===== src/hw/mem_consts.svh =====
`ifndef MEM_CONSTS_SVH
`define MEM_CONSTS_SVH

// core side widths
`define CORE_ADDR_W 32
`define MEM_DATA_W 32

// word address toward external memory, byte address bits 25:2
`define MEM_ADDR_W 24

// cache geometry, 2**index lines of one word each
`define CACHE_INDEX_W 4
`define CACHE_TAG_W (`MEM_ADDR_W - `CACHE_INDEX_W)
`define CORE_HI_W (`CORE_ADDR_W - `MEM_ADDR_W - 2)

// which cache owns the path to memory
`define MEM_ACCESS_CACHE0 1'b0
`define MEM_ACCESS_CACHE1 1'b1
`define MEM_ACCESS_RST `MEM_ACCESS_CACHE1

`endif


===== src/hw/mem_pkg.sv =====
`default_nettype none

`include "mem_consts.svh"

package mem_pkg;

	typedef logic [`MEM_DATA_W-1:0] mem_word_t;

	// one core byte address, read whole or split up for the cache
	typedef union packed {
		logic [`CORE_ADDR_W-1:0] raw;
		struct packed {
			logic [`CORE_HI_W-1:0] hi; // above the memory range, ignored
			logic [`CACHE_TAG_W-1:0] tag;
			logic [`CACHE_INDEX_W-1:0] index;
			logic [1:0] offset; // byte within the word
		} fields;
	} core_addr_u;

	// core -> cache
	typedef struct packed {
		logic req;
		logic rw; // 1 = write
		core_addr_u addr;
		mem_word_t wdata;
	} core_req_t;

	// cache -> controller -> buffer -> memory port
	typedef struct packed {
		logic req;
		logic rw;
		logic [`MEM_ADDR_W-1:0] addr; // word address
		mem_word_t wdata;
	} mem_req_t;

	// buffer -> controller -> cache
	typedef struct packed {
		logic done;
		mem_word_t rdata;
	} mem_rsp_t;

	// declared high to low so core 0 half-word flag lands in bit 0
	typedef struct packed {
		logic c1_word;
		logic c1_half;
		logic c0_word;
		logic c0_half;
	} exc_t;

endpackage

`default_nettype wire


===== src/hw/l1_cache.sv =====
`timescale 1ns/1ns
`default_nettype none

`include "mem_consts.svh"

module l1_cache (
	input wire clock_i,
	input wire rst_n_i,
	input wire mem_pkg::core_req_t core_i,
	input wire uc_en_i,
	input wire mem_pkg::mem_rsp_t mem_rsp_i,
	output mem_pkg::mem_word_t core_rdata_o,
	output logic core_done_o,
	output mem_pkg::mem_req_t mem_req_o,
	output logic hit_o
);

	localparam int LINES = 1 << `CACHE_INDEX_W;

	typedef enum logic [1:0] {
		C_IDLE,
		C_WAIT, // read miss or write out at memory
		C_RESP  // done given, waiting for the core to drop req
	} cache_state_e;

	cache_state_e state_q;
	logic done_q;
	mem_pkg::mem_word_t rdata_q;

	// line storage
	logic [LINES-1:0] valid_q;
	logic [`CACHE_TAG_W-1:0] tag_q [LINES];
	mem_pkg::mem_word_t data_q [LINES];

	logic [`CACHE_INDEX_W-1:0] idx;
	logic line_hit;
	logic accept;
	logic rd_hit;
	logic mem_done;
	logic fill;
	logic wr_upd;

	// lookup
	// ------------------------------
	assign idx = core_i.addr.fields.index;
	assign line_hit = valid_q[idx] && (tag_q[idx] == core_i.addr.fields.tag);

	// new work is only taken while the controller lets us run
	assign accept = (state_q == C_IDLE) && uc_en_i && core_i.req;
	assign rd_hit = accept && !core_i.rw && line_hit;

	// the response only reaches this cache while it holds the grant
	assign mem_done = (state_q == C_WAIT) && mem_rsp_i.done;
	assign fill = mem_done && !core_i.rw;
	assign wr_upd = mem_done && core_i.rw && line_hit; // write-through, no allocate

	// control state
	// ------------------------------
	always_ff @(posedge clock_i) begin
		if (!rst_n_i) begin
			state_q <= C_IDLE;
			done_q <= 1'b0;
			valid_q <= '0;
		end else begin
			done_q <= rd_hit || mem_done; // single cycle pulse
			if (fill) begin
				valid_q[idx] <= 1'b1;
			end
			case (state_q)
				C_IDLE: begin
					if (accept) begin
						state_q <= rd_hit ? C_RESP : C_WAIT;
					end
				end
				C_WAIT: begin
					if (mem_done) begin
						state_q <= C_RESP;
					end
				end
				C_RESP: begin
					// nothing here touches memory, so a stall does not hold it
					if (!core_i.req) begin
						state_q <= C_IDLE;
					end
				end
				default: state_q <= C_IDLE;
			endcase
		end
	end

	// arrays and read data
	// ------------------------------
	always_ff @(posedge clock_i) begin
		if (fill) begin
			tag_q[idx] <= core_i.addr.fields.tag;
			data_q[idx] <= mem_rsp_i.rdata;
		end else if (wr_upd) begin
			data_q[idx] <= core_i.wdata;
		end

		if (rd_hit) begin
			rdata_q <= data_q[idx];
		end else if (fill) begin
			rdata_q <= mem_rsp_i.rdata; // miss data goes straight back too
		end
	end

	assign core_done_o = done_q;
	assign core_rdata_o = rdata_q;

	// low while a miss or a write is out
	assign hit_o = (state_q != C_WAIT);

	// request held as a level until done
	assign mem_req_o = '{
		req: (state_q == C_WAIT),
		rw: core_i.rw,
		addr: {core_i.addr.fields.tag, core_i.addr.fields.index},
		wdata: core_i.wdata
	};

endmodule

`default_nettype wire


===== src/hw/mem_controller_internal.sv =====
`timescale 1ns/1ns
`default_nettype none

`include "mem_consts.svh"

module mem_controller_internal (
	input wire clock_i,
	input wire rst_n_i,
	input wire mem_pkg::core_addr_u core0_addr_i,
	input wire mem_pkg::core_addr_u core1_addr_i,
	input wire hit0_i,
	input wire hit1_i,
	input wire mem_pkg::mem_req_t req0_i,
	input wire mem_pkg::mem_req_t req1_i,
	input wire mem_pkg::mem_rsp_t buf_rsp_i,
	input wire buf_busy_i,
	output mem_pkg::exc_t exceptions_o,
	output logic en0_o,
	output logic en1_o,
	output mem_pkg::mem_rsp_t rsp0_o,
	output mem_pkg::mem_rsp_t rsp1_o,
	output mem_pkg::mem_req_t buf_req_o
);

	logic choice_comb; // who would get memory this cycle
	logic choice_q;    // owner of the transfer in flight
	logic access;

	// alignment exceptions
	// ------------------------------
	assign exceptions_o = '{
		c1_word: (core1_addr_i.raw[1:0] != 2'b00),
		c1_half: core1_addr_i.raw[0],
		c0_word: (core0_addr_i.raw[1:0] != 2'b00),
		c0_half: core0_addr_i.raw[0]
	};

	// arbitration
	// ------------------------------
	always_comb begin
		case ({hit0_i, hit1_i})
			2'b00: begin
				choice_comb = `MEM_ACCESS_CACHE1; // both miss, cache 1 first
				en0_o = 1'b1;
				en1_o = 1'b0;
			end
			2'b01: begin
				choice_comb = `MEM_ACCESS_CACHE0;
				en0_o = 1'b1;
				en1_o = 1'b0;
			end
			2'b10: begin
				choice_comb = `MEM_ACCESS_CACHE1;
				en0_o = 1'b0;
				en1_o = 1'b1;
			end
			default: begin
				choice_comb = `MEM_ACCESS_CACHE1; // idle
				en0_o = 1'b1;
				en1_o = 1'b1;
			end
		endcase
	end

	// follow the table while idle, freeze once the buffer has taken a request
	always_ff @(posedge clock_i) begin
		if (!rst_n_i) begin
			choice_q <= `MEM_ACCESS_RST;
		end else if (!buf_busy_i) begin
			choice_q <= choice_comb;
		end
	end

	assign access = buf_busy_i ? choice_q : choice_comb;

	// request and response steering
	// ------------------------------
	assign buf_req_o = (access == `MEM_ACCESS_CACHE0) ? req0_i : req1_i;

	assign rsp0_o = (access == `MEM_ACCESS_CACHE0) ? buf_rsp_i : '0;
	assign rsp1_o = (access == `MEM_ACCESS_CACHE1) ? buf_rsp_i : '0;

endmodule

`default_nettype wire


===== src/hw/txrx_buffer.sv =====
`timescale 1ns/1ns
`default_nettype none

`include "mem_consts.svh"

module txrx_buffer (
	input wire clock_i,
	input wire rst_n_i,
	input wire mem_pkg::mem_req_t req_i,
	input wire mem_done_i,
	input wire mem_pkg::mem_word_t mem_rdata_i,
	output logic busy_o,
	output mem_pkg::mem_rsp_t rsp_o,
	output mem_pkg::mem_req_t mem_req_o
);

	typedef enum logic [1:0] {
		B_IDLE,
		B_MEM,  // request out on the memory port
		B_RSP,  // done toward the controller
		B_DROP  // wait for the requester to let go
	} buf_state_e;

	buf_state_e state_q;

	// latched request, one entry
	logic rw_q;
	logic [`MEM_ADDR_W-1:0] addr_q;
	mem_pkg::mem_word_t wdata_q;
	mem_pkg::mem_word_t rdata_q;

	logic take;
	logic mem_fin;

	assign take = (state_q == B_IDLE) && req_i.req;
	assign mem_fin = (state_q == B_MEM) && mem_done_i;

	// ------------------------------
	always_ff @(posedge clock_i) begin
		if (!rst_n_i) begin
			state_q <= B_IDLE;
		end else begin
			case (state_q)
				B_IDLE: begin
					if (take) begin
						state_q <= B_MEM;
					end
				end
				B_MEM: begin
					if (mem_fin) begin
						state_q <= B_RSP;
					end
				end
				B_RSP: state_q <= B_DROP;
				B_DROP: begin
					if (!req_i.req) begin
						state_q <= B_IDLE;
					end
				end
			endcase
		end
	end

	always_ff @(posedge clock_i) begin
		if (take) begin
			rw_q <= req_i.rw;
			addr_q <= req_i.addr;
			wdata_q <= req_i.wdata;
		end
		if (mem_fin) begin
			rdata_q <= mem_rdata_i; // don't care on writes
		end
	end

	// ------------------------------
	assign busy_o = (state_q != B_IDLE);

	assign rsp_o = '{done: (state_q == B_RSP), rdata: rdata_q};

	assign mem_req_o = '{
		req: (state_q == B_MEM),
		rw: rw_q,
		addr: addr_q,
		wdata: wdata_q
	};

endmodule

`default_nettype wire


===== src/hw/mem_subsystem_top.sv =====
`timescale 1ns/1ns
`default_nettype none

module mem_subsystem_top (
	input wire clock_i,
	input wire rst_n_i,
	input wire mem_pkg::core_req_t core0_i,
	input wire mem_pkg::core_req_t core1_i,
	input wire mem_done_i,
	input wire mem_pkg::mem_word_t mem_rdata_i,
	output mem_pkg::mem_word_t core0_rdata_o,
	output logic core0_done_o,
	output mem_pkg::mem_word_t core1_rdata_o,
	output logic core1_done_o,
	output mem_pkg::exc_t exceptions_o,
	output mem_pkg::mem_req_t mem_req_o
);

	mem_pkg::mem_req_t c0_req;
	mem_pkg::mem_req_t c1_req;
	mem_pkg::mem_req_t buf_req;
	mem_pkg::mem_rsp_t c0_rsp;
	mem_pkg::mem_rsp_t c1_rsp;
	mem_pkg::mem_rsp_t buf_rsp;
	logic hit0;
	logic hit1;
	logic en0;
	logic en1;
	logic buf_busy;

	// caches
	// ------------------------------
	l1_cache i_cache0 (
		.clock_i(clock_i), .rst_n_i(rst_n_i),
		.core_i(core0_i), .uc_en_i(en0), .mem_rsp_i(c0_rsp),
		.core_rdata_o(core0_rdata_o), .core_done_o(core0_done_o),
		.mem_req_o(c0_req), .hit_o(hit0)
	);

	l1_cache i_cache1 (
		.clock_i(clock_i), .rst_n_i(rst_n_i),
		.core_i(core1_i), .uc_en_i(en1), .mem_rsp_i(c1_rsp),
		.core_rdata_o(core1_rdata_o), .core_done_o(core1_done_o),
		.mem_req_o(c1_req), .hit_o(hit1)
	);

	// arbitration and the path out
	// ------------------------------
	mem_controller_internal i_ctrl (
		.clock_i(clock_i), .rst_n_i(rst_n_i),
		.core0_addr_i(core0_i.addr), .core1_addr_i(core1_i.addr),
		.hit0_i(hit0), .hit1_i(hit1),
		.req0_i(c0_req), .req1_i(c1_req),
		.buf_rsp_i(buf_rsp), .buf_busy_i(buf_busy),
		.exceptions_o(exceptions_o),
		.en0_o(en0), .en1_o(en1),
		.rsp0_o(c0_rsp), .rsp1_o(c1_rsp),
		.buf_req_o(buf_req)
	);

	txrx_buffer i_buf (
		.clock_i(clock_i), .rst_n_i(rst_n_i),
		.req_i(buf_req), .mem_done_i(mem_done_i), .mem_rdata_i(mem_rdata_i),
		.busy_o(buf_busy), .rsp_o(buf_rsp), .mem_req_o(mem_req_o)
	);

endmodule

`default_nettype wire


===== config.mk =====
export PLATFORM = sky130hd
export DESIGN_NAME = mem_subsystem_top
export DESIGN_NICKNAME = d
export VERILOG_FILES = /design/src/hw/mem_pkg.sv /design/src/hw/l1_cache.sv /design/src/hw/mem_controller_internal.sv /design/src/hw/txrx_buffer.sv /design/src/hw/mem_subsystem_top.sv
export VERILOG_INCLUDE_DIRS = /design/src /design/src/hw
export SDC_FILE = /design/constraint.sdc
export NUM_CORES = 2
export LEC_CHECK = 0
export BUFFER_PORTS_ARGS = -buffer_cell sky130_fd_sc_hd__buf_2
export CORE_UTILIZATION = 45
export DETAILED_ROUTE_END_ITERATION = 7
export PLACE_DENSITY = 0.65
export SYNTH_ARGS = -nofsm -noshare
export SYNTH_HDL_FRONTEND = slang
export SYNTH_SLANG_ARGS = --single-unit

===== constraint.sdc =====
create_clock -name clock_i -period 7.6 [get_ports clock_i]
set_clock_uncertainty 0.1 [all_clocks]
set_input_delay 0.76 -clock clock_i [delete_from_list [all_inputs] [get_ports clock_i]]
set_output_delay 0.76 -clock clock_i [all_outputs]
set_load 0.03 [all_outputs]

Word-level counts from Yosys, hierarchy flattened
Memories as Yosys holds them, arrays and structs flattened. A register that Yosys moved wholly into a read port is not among the register bits.
Cells that the tools add are included.

cells by class
  eq/ne operators = 22
  order comparisons = 4
  reductions and logical operators = 39
  mux-type cells = 41
  bitwise logic cells = 4

operator list
  operator            count
  $mux 33             2
  $mux 32             2
  $mux 58             1
  $eq 20x20->1        2
  $or 16x16->16       2
  $logic_and 1x1->1   22
  $mux 2              11
  $mux 1              18
  $ne 2x1->1 const B  6
  $pmux 2 s3          2
  $eq 2x2->1 const B  5
  $lt 4x5->1 const B  2
  $ne 2x2->1 const B  5
  $reduce_bool 2->1   5
  $reduce_and 3->1    3
  $bmux 1 s4          2
  $demux 1 s4         2
  $eq 2x1->1 const B  4
  $ge 4x1->1 const B  2
  $logic_not 2->1     4
  $pmux 2 s4          1
  $logic_not 1->1     2
  $logic_or 1x1->1    2
  $or 1x1->1          2
  $reduce_or 2->1     1

word-level totals
  input bits = 167
  memory bits (writable) = 1664
  register bits after elaboration = 130
  output and inout port bits = 128
  memories kept = 4

memories
  memory           words  width  rd ports  clocked after memory_dff  wr ports  RTL line        RTL
  i_cache0.data_q  16     32     1         1                         1         l1_cache.sv:33  mem_pkg::mem_word_t data_q [LINES];
  i_cache1.data_q  16     32     1         1                         1         l1_cache.sv:33
  i_cache0.tag_q   16     20     1         0                         1         l1_cache.sv:32  logic [`CACHE_TAG_W-1:0] tag_q [LINES];
  i_cache1.tag_q   16     20     1         0                         1         l1_cache.sv:32

Longest topological paths before layout
  depth after elaboration = 12
  gate-level depth with buffers = 15
  mapped depth without buffers = 9

By module
A second synthesis with hierarchy kept.

second synthesis, totals
  cells, all modules = 3762
  area total of the unflattened synthesis = 75553.7 sq um

modules (own cells, without submodules)
  module                   area each (sq um)  cells each  times used
  l1_cache (i_cache1)      35611.7            1756        1
  l1_cache (i_cache0)      35591.6            1746        1
  txrx_buffer              2876.5             111         1
  mem_controller_internal  1473.9             149         1

Worst setup path after synthesis
No wires, ideal clock.

  kind = input port to flip-flop
  start = input port core0_i[35] in the netlist's numbering
  end = memory i_cache0.data_q[10][0] in the netlist's numbering (enable)
  setup slack = 1167 ps
  stages on the path = 14
  data required time = 7030 ps
  data arrival time = 5863 ps
  cells stage by stage = buf_2 > buf_4 > buf_4 > buf_2 > mux4_2 > mux2i_1 > xnor2_1 > o31ai_1 > and3_1 > o2111a_1 > buf_2 > nand3_1 > buf_2 > a211oi_1

between the ends
  cells in the longest elaborated chain, start to end = 8
  elaborated cells between the ends (all ways) = 10
  those cells by class = eq/ne (1); mux (5); bitwise (1); reduce/logical (2); memory (1)

RTL lines
  what                                         RTL line                RTL
  start: declaration                           mem_subsystem_top.sv:7  input wire mem_pkg::core_req_t core0_i,
  $mem_v2 16x20 or $bmux 1 s4 (tied branches)  --
  $eq 20x20->1 or $mux 1 (tied branches)       l1_cache.sv:46          assign line_hit = valid_q[idx] && (tag_q[idx] == core_i.addr.fields.tag);
  $logic_and 1x1->1                            l1_cache.sv:46
  $logic_and 1x1->1                            l1_cache.sv:55          assign wr_upd = mem_done && core_i.rw && line_hit;
  $mux 1                                       l1_cache.sv:97          end else if (wr_upd) begin
  $mux 1                                       l1_cache.sv:94          if (fill) begin
  $mux 1 (not written as such)                 l1_cache.sv:98          data_q[idx] <= core_i.wdata;
  $or 1x1->1 (no line)                         --
  end: declaration                             l1_cache.sv:33

Several ways; a longest one is shown, not always the timed one. The select of a mux whose other input is x is not followed.

Worst setup path after layout
  start = input port core1_i[36] in the netlist's numbering
  end = memory i_cache1.data_q[5][20] in the netlist's numbering (data pin)

between the ends
  cells in the longest elaborated chain, start to end = 8
  elaborated cells between the ends (all ways) = 10
  those cells by class = eq/ne (1); mux (6); reduce/logical (2); memory (1)

RTL lines
  what                                         RTL line                RTL
  start: declaration                           mem_subsystem_top.sv:8  input wire mem_pkg::core_req_t core1_i,
  $mem_v2 16x20 or $bmux 1 s4 (tied branches)  --
  $eq 20x20->1 or $mux 1 (tied branches)       l1_cache.sv:46
  $logic_and 1x1->1 *                          l1_cache.sv:46
  $logic_and 1x1->1 *                          l1_cache.sv:55
  $mux 1 *                                     l1_cache.sv:97
  $mux 1 *                                     l1_cache.sv:94
  $mux 1 (not written as such) *               l1_cache.sv:98
  $mux 32 (no line) *                          --
  end: declaration                             l1_cache.sv:33

Every way passes the cells marked *; elsewhere a longest branch is shown, timed or not. The select of a mux whose other input is x is not followed.

==> results.md <==
* Multi-input gate area at 17870 um2
* Family with the most delay on the worst path: buffers and inverters
* Critical path peak fanout at 37
* Final antenna-violating net count at 0
* Clk Latency, worst-skew pair at slightly above 800 ps
* DIE WIDTH at 406.8 um
* Netlist cell types at 71
* DR vias/cell at between 5 and 6
* GR Util All Layers at 22.90%
* Post-layout min period at 5276 ps
* Sequential area share after synthesis at around three quarters
* CTS tree: done
* First-pass GRT wire length at approximately 270000 um
* Die height at a little over 400 um
* Vias in the first global route at between 30000 and 40000
* CP bufs+invs at 4
* Most frequent cell on the critical path: buf_4
* FP Rows at around 150
* Highest clock rate at between 150 and 200 MHz
* Final Non-Filler Cells at roughly 6300
* Drt wl/cell at 29.65 um
* I/O Buffers at 282
* TNS Setup at 0 ps
* PwrDens at approximately 270 nW/um2
* Register area at between 50000 and 60000 um2
* Crit path DAT at 5630 ps
* Rel. slew slack at a little under a quarter
* Ratio of cells with drive above 1 in the final layout at about 30%
* Io pins at about 300
* TritonRoute pass-1 iters at 6
* Max-slew violations at 0
* Hold Path Class: in2reg
* Largest stage delay, worst path at between 800 and 900 ps
* H-tree levels at 4
* Static Leak at about 28 nW
* EDFF count, synth at 1817
* CTS Buffer Depth at 3
* VDD IR max at between 200 and 300 uV
* Mapped Nets at 3766
* Postcts setup bufs at 0
* Initial Util at between 40% and 50%
* Synth Warn # at 0
* Nets at between 4000 and 5000
* Clock sinks at between 1500 and 2000
* Core ar. at around 160000 um2
* Setup crit end kind: flip-flop
* Post-route clock period utilization at a little over two thirds
* Routed WL at 188100 um
* Pin count of the biggest net entering global routing at 90
* Slowest cell on crit path: buf_4
* Synthesized flop and latch total at about 1900
* Status: complete, no violations
* Final Wtd Congestion at ~0.86
* Mapped Avg Cell Area at 20.51 um2
* Root Driver: clkbuf_16
* Area Overhead vs Synth at 14.68%
* Finish-stage setup viols at 0
* Initial drt markers at about 4600
* Gr ovfl total at 0
* Final hold vios at 0
* CP startpoint kind: input port
* Inst Count DP at approximately 6000
* RSZ-0062 raised after global routing: no
* Crit-path cells: buf_2 > inv_4 > buf_4 > mux2i_1 > o32ai_1 > nand2_1 > nor3_1 > nand4_4 > buf_4 > mux2_1
* Worst-margin pin slew at between 1000 and 1500 ps
* Asr flop ratio synth at 0%
* Num CTS Buffers at 180
* Fill cells at between 10000 and 15000
* Final core utilization at 51.95%
* Cells after Synth at between 3000 and 4000
* Hold_buf cts at 19
* Kind of critical path: in2reg
* Routed vias at 37965
* Synthesized area at between 70000 and 80000 um2
* Clock transition at path regs at 60 ps
* Post-DP HPWL at around 110000 um
* WP data required at between 7000 and 8000 ps
* # DRC at 0
* Top_reg_cell synth: edfxtp_1
* Die ar. at between 150000 and 200000 um2
* Max-Cap Viols at 0
* Antenna violations before repair at 18
* # resized after CTS at 0
## metal layers
metal	GRT usage [%]	share of wire (%)	vias to the layer above
met4	5.685	2.1	16
met1	33.44	42	20189
li1	-	-	15703
met5	0	0.059	-
met2	34.48	46	1807
met3	5.842	10	250
## per-stage QoR
step / instance area, um2 / setup WS (ps) / hold slack [ps] / power [mW]
2_1_floorplan: 73730 / 1167 / 335.4 / 13.60
3_3_place_gp: 78630 / 1522 / 341.7 / 14.53
3_5_place_dp: 78630 / 1511 / 349.7 / 14.59
4_1_cts: 84540 / 2344 / 52.08 / 23.24
5_1_grt: 84540 / 2051 / 73.81 / 23.78
6_report: 84550 / 2324 / 103.8 / 23.09
## synthesized netlist by cell type (3+ instances only)
library cell | count | share of area (%)
o21a_1 | 33 | 0.34
buf_4 | 17 | 0.17
mux4_2 | 444 | 14
nand2_1 | 292 | 1.5
a221oi_1 | 9 | 0.11
inv_1 | 18 | 0.092
or2_2 | 5 | 0.042
buf_2 | 45 | 0.31
edfxtp_1 | 1817 | 74
o211ai_1 | 37 | 0.38
mux2_2 | 50 | 0.76
nor4b_1 | 3 | 0.036
nand2b_1 | 13 | 0.11
a2111oi_2 | 9 | 0.18
o221ai_1 | 5 | 0.059
buf_6 | 10 | 0.15
and2_1 | 39 | 0.33
nor2b_1 | 14 | 0.12
xor2_1 | 10 | 0.12
a211oi_1 | 26 | 0.26
mux2i_1 | 121 | 1.6
nor3_1 | 16 | 0.11
xnor2_1 | 31 | 0.37
nor4_1 | 4 | 0.034
dfxtp_1 | 41 | 1.1
a22o_1 | 8 | 0.095
a22oi_1 | 29 | 0.30
a31oi_1 | 8 | 0.068
o22ai_1 | 10 | 0.085
nand4_1 | 36 | 0.31
mux2_1 | 63 | 0.96
and3_1 | 7 | 0.059
a21boi_0 | 4 | 0.041
ha_1 | 4 | 0.068
or3_1 | 4 | 0.034
o21ai_0 | 58 | 0.39
a21oi_1 | 13 | 0.088
a2111oi_0 | 5 | 0.059
buf_1 | 25 | 0.13
o31ai_1 | 3 | 0.031
nor2_1 | 49 | 0.25
clkbuf_1 | 107 | 0.54
nand3_1 | 17 | 0.12
## layout by cell type, fill, tap and decap left out, types with 7 or more instances in the layout
cell type      count
edfxtp_1        1817
mux4_2           444
nand2_1          290
buf_2            276
clkbuf_16        189
buf_4            139
mux2i_1          121
mux2_1            63
o21ai_0           54
mux2_2            50
clkbuf_1          46
dfxtp_1           41
and2_1            37
o211ai_1          37
nand4_1           36
clkinv_1          35
o21a_1            33
clkinv_2          33
xnor2_1           31
a22oi_1           29
nor2_2            28
nor2_1            21
a211oi_4          20
dlygate4sd3_1     19
inv_1             18
nand3_1           16
nand2b_1          13
nor2b_1           13
bufinv_16         11
xor2_1            10
o22ai_1           10
nor3_1            10
a221oi_1           9
a21oi_1            9
a2111oi_4          9
a22o_1             8
and3_1             7
a31oi_1            7
## state kept, by name, summed over array words and instances, names as in the netlist, 24 cells and up
| signal | count |
|---|---|
| i_cache0.core_rdata_o | 32 |
| i_buf.rdata_q | 32 |
| i_cache1.core_rdata_o | 32 |
| i_cache1.tag_q | 320 |
| i_buf.wdata_q | 32 |
| i_cache0.tag_q | 320 |
| i_cache1.data_q | 512 |
| i_cache0.data_q | 512 |
| i_buf.addr_q | 24 |
## kinds of logic (layout without fill, tap and decap cells)
family	Yosys count	count (layout)	share of synthesized area, %
flops	1858	1858	75.12
xor+xnor	41	41	0.4870
mux	678	678	16.93
other cells	0	4	0
simple gates	510	510	3.204
compound gates	279	279	2.766
fa+ha+maj	4	4	0.06788
buf+inv	225	794	1.426
## worst paths after layout
| check | cells past startpoint | slack (ps) | from | endpoint |
|---|---|---|---|---|
| max | 10 | 2320 | core1_i[36] | i_cache1.data_q[5][20] |
| min | 1 | 100 | mem_rdata_i[24] | i_buf.rdata_q[24] |
| max reg2reg | 9 | 2510 | i_cache1.tag_q[11][7] | i_cache1.data_q[5][20] |
| min reg2reg | 1 | 360 | i_cache1.valid_q[14] | i_cache1.valid_q[14] |
## final cells by class
cell class	instances	share of cell area, %
Clock buffer	237	5.830
Tap cell	2175	3.219
Multi-Input combinational cell	1512	21.13
Inverter	20	0.09175
Timing Repair Buffer	443	3.272
Sequential cell	1858	65.50
Antenna cell	4	0.01184
Clock inverter	94	0.9426
## report_power, final
| group | internal (mW) | leakage [nW] | switching (mW) |
|---|---|---|---|
| Sequential | 11.9 | 17.0 | 0.105 |
| Clock | 4.94 | 2.81 | 3.78 |
| Combinational | 0.682 | 7.77 | 1.70 |
(Power assumes the default switching activity.)
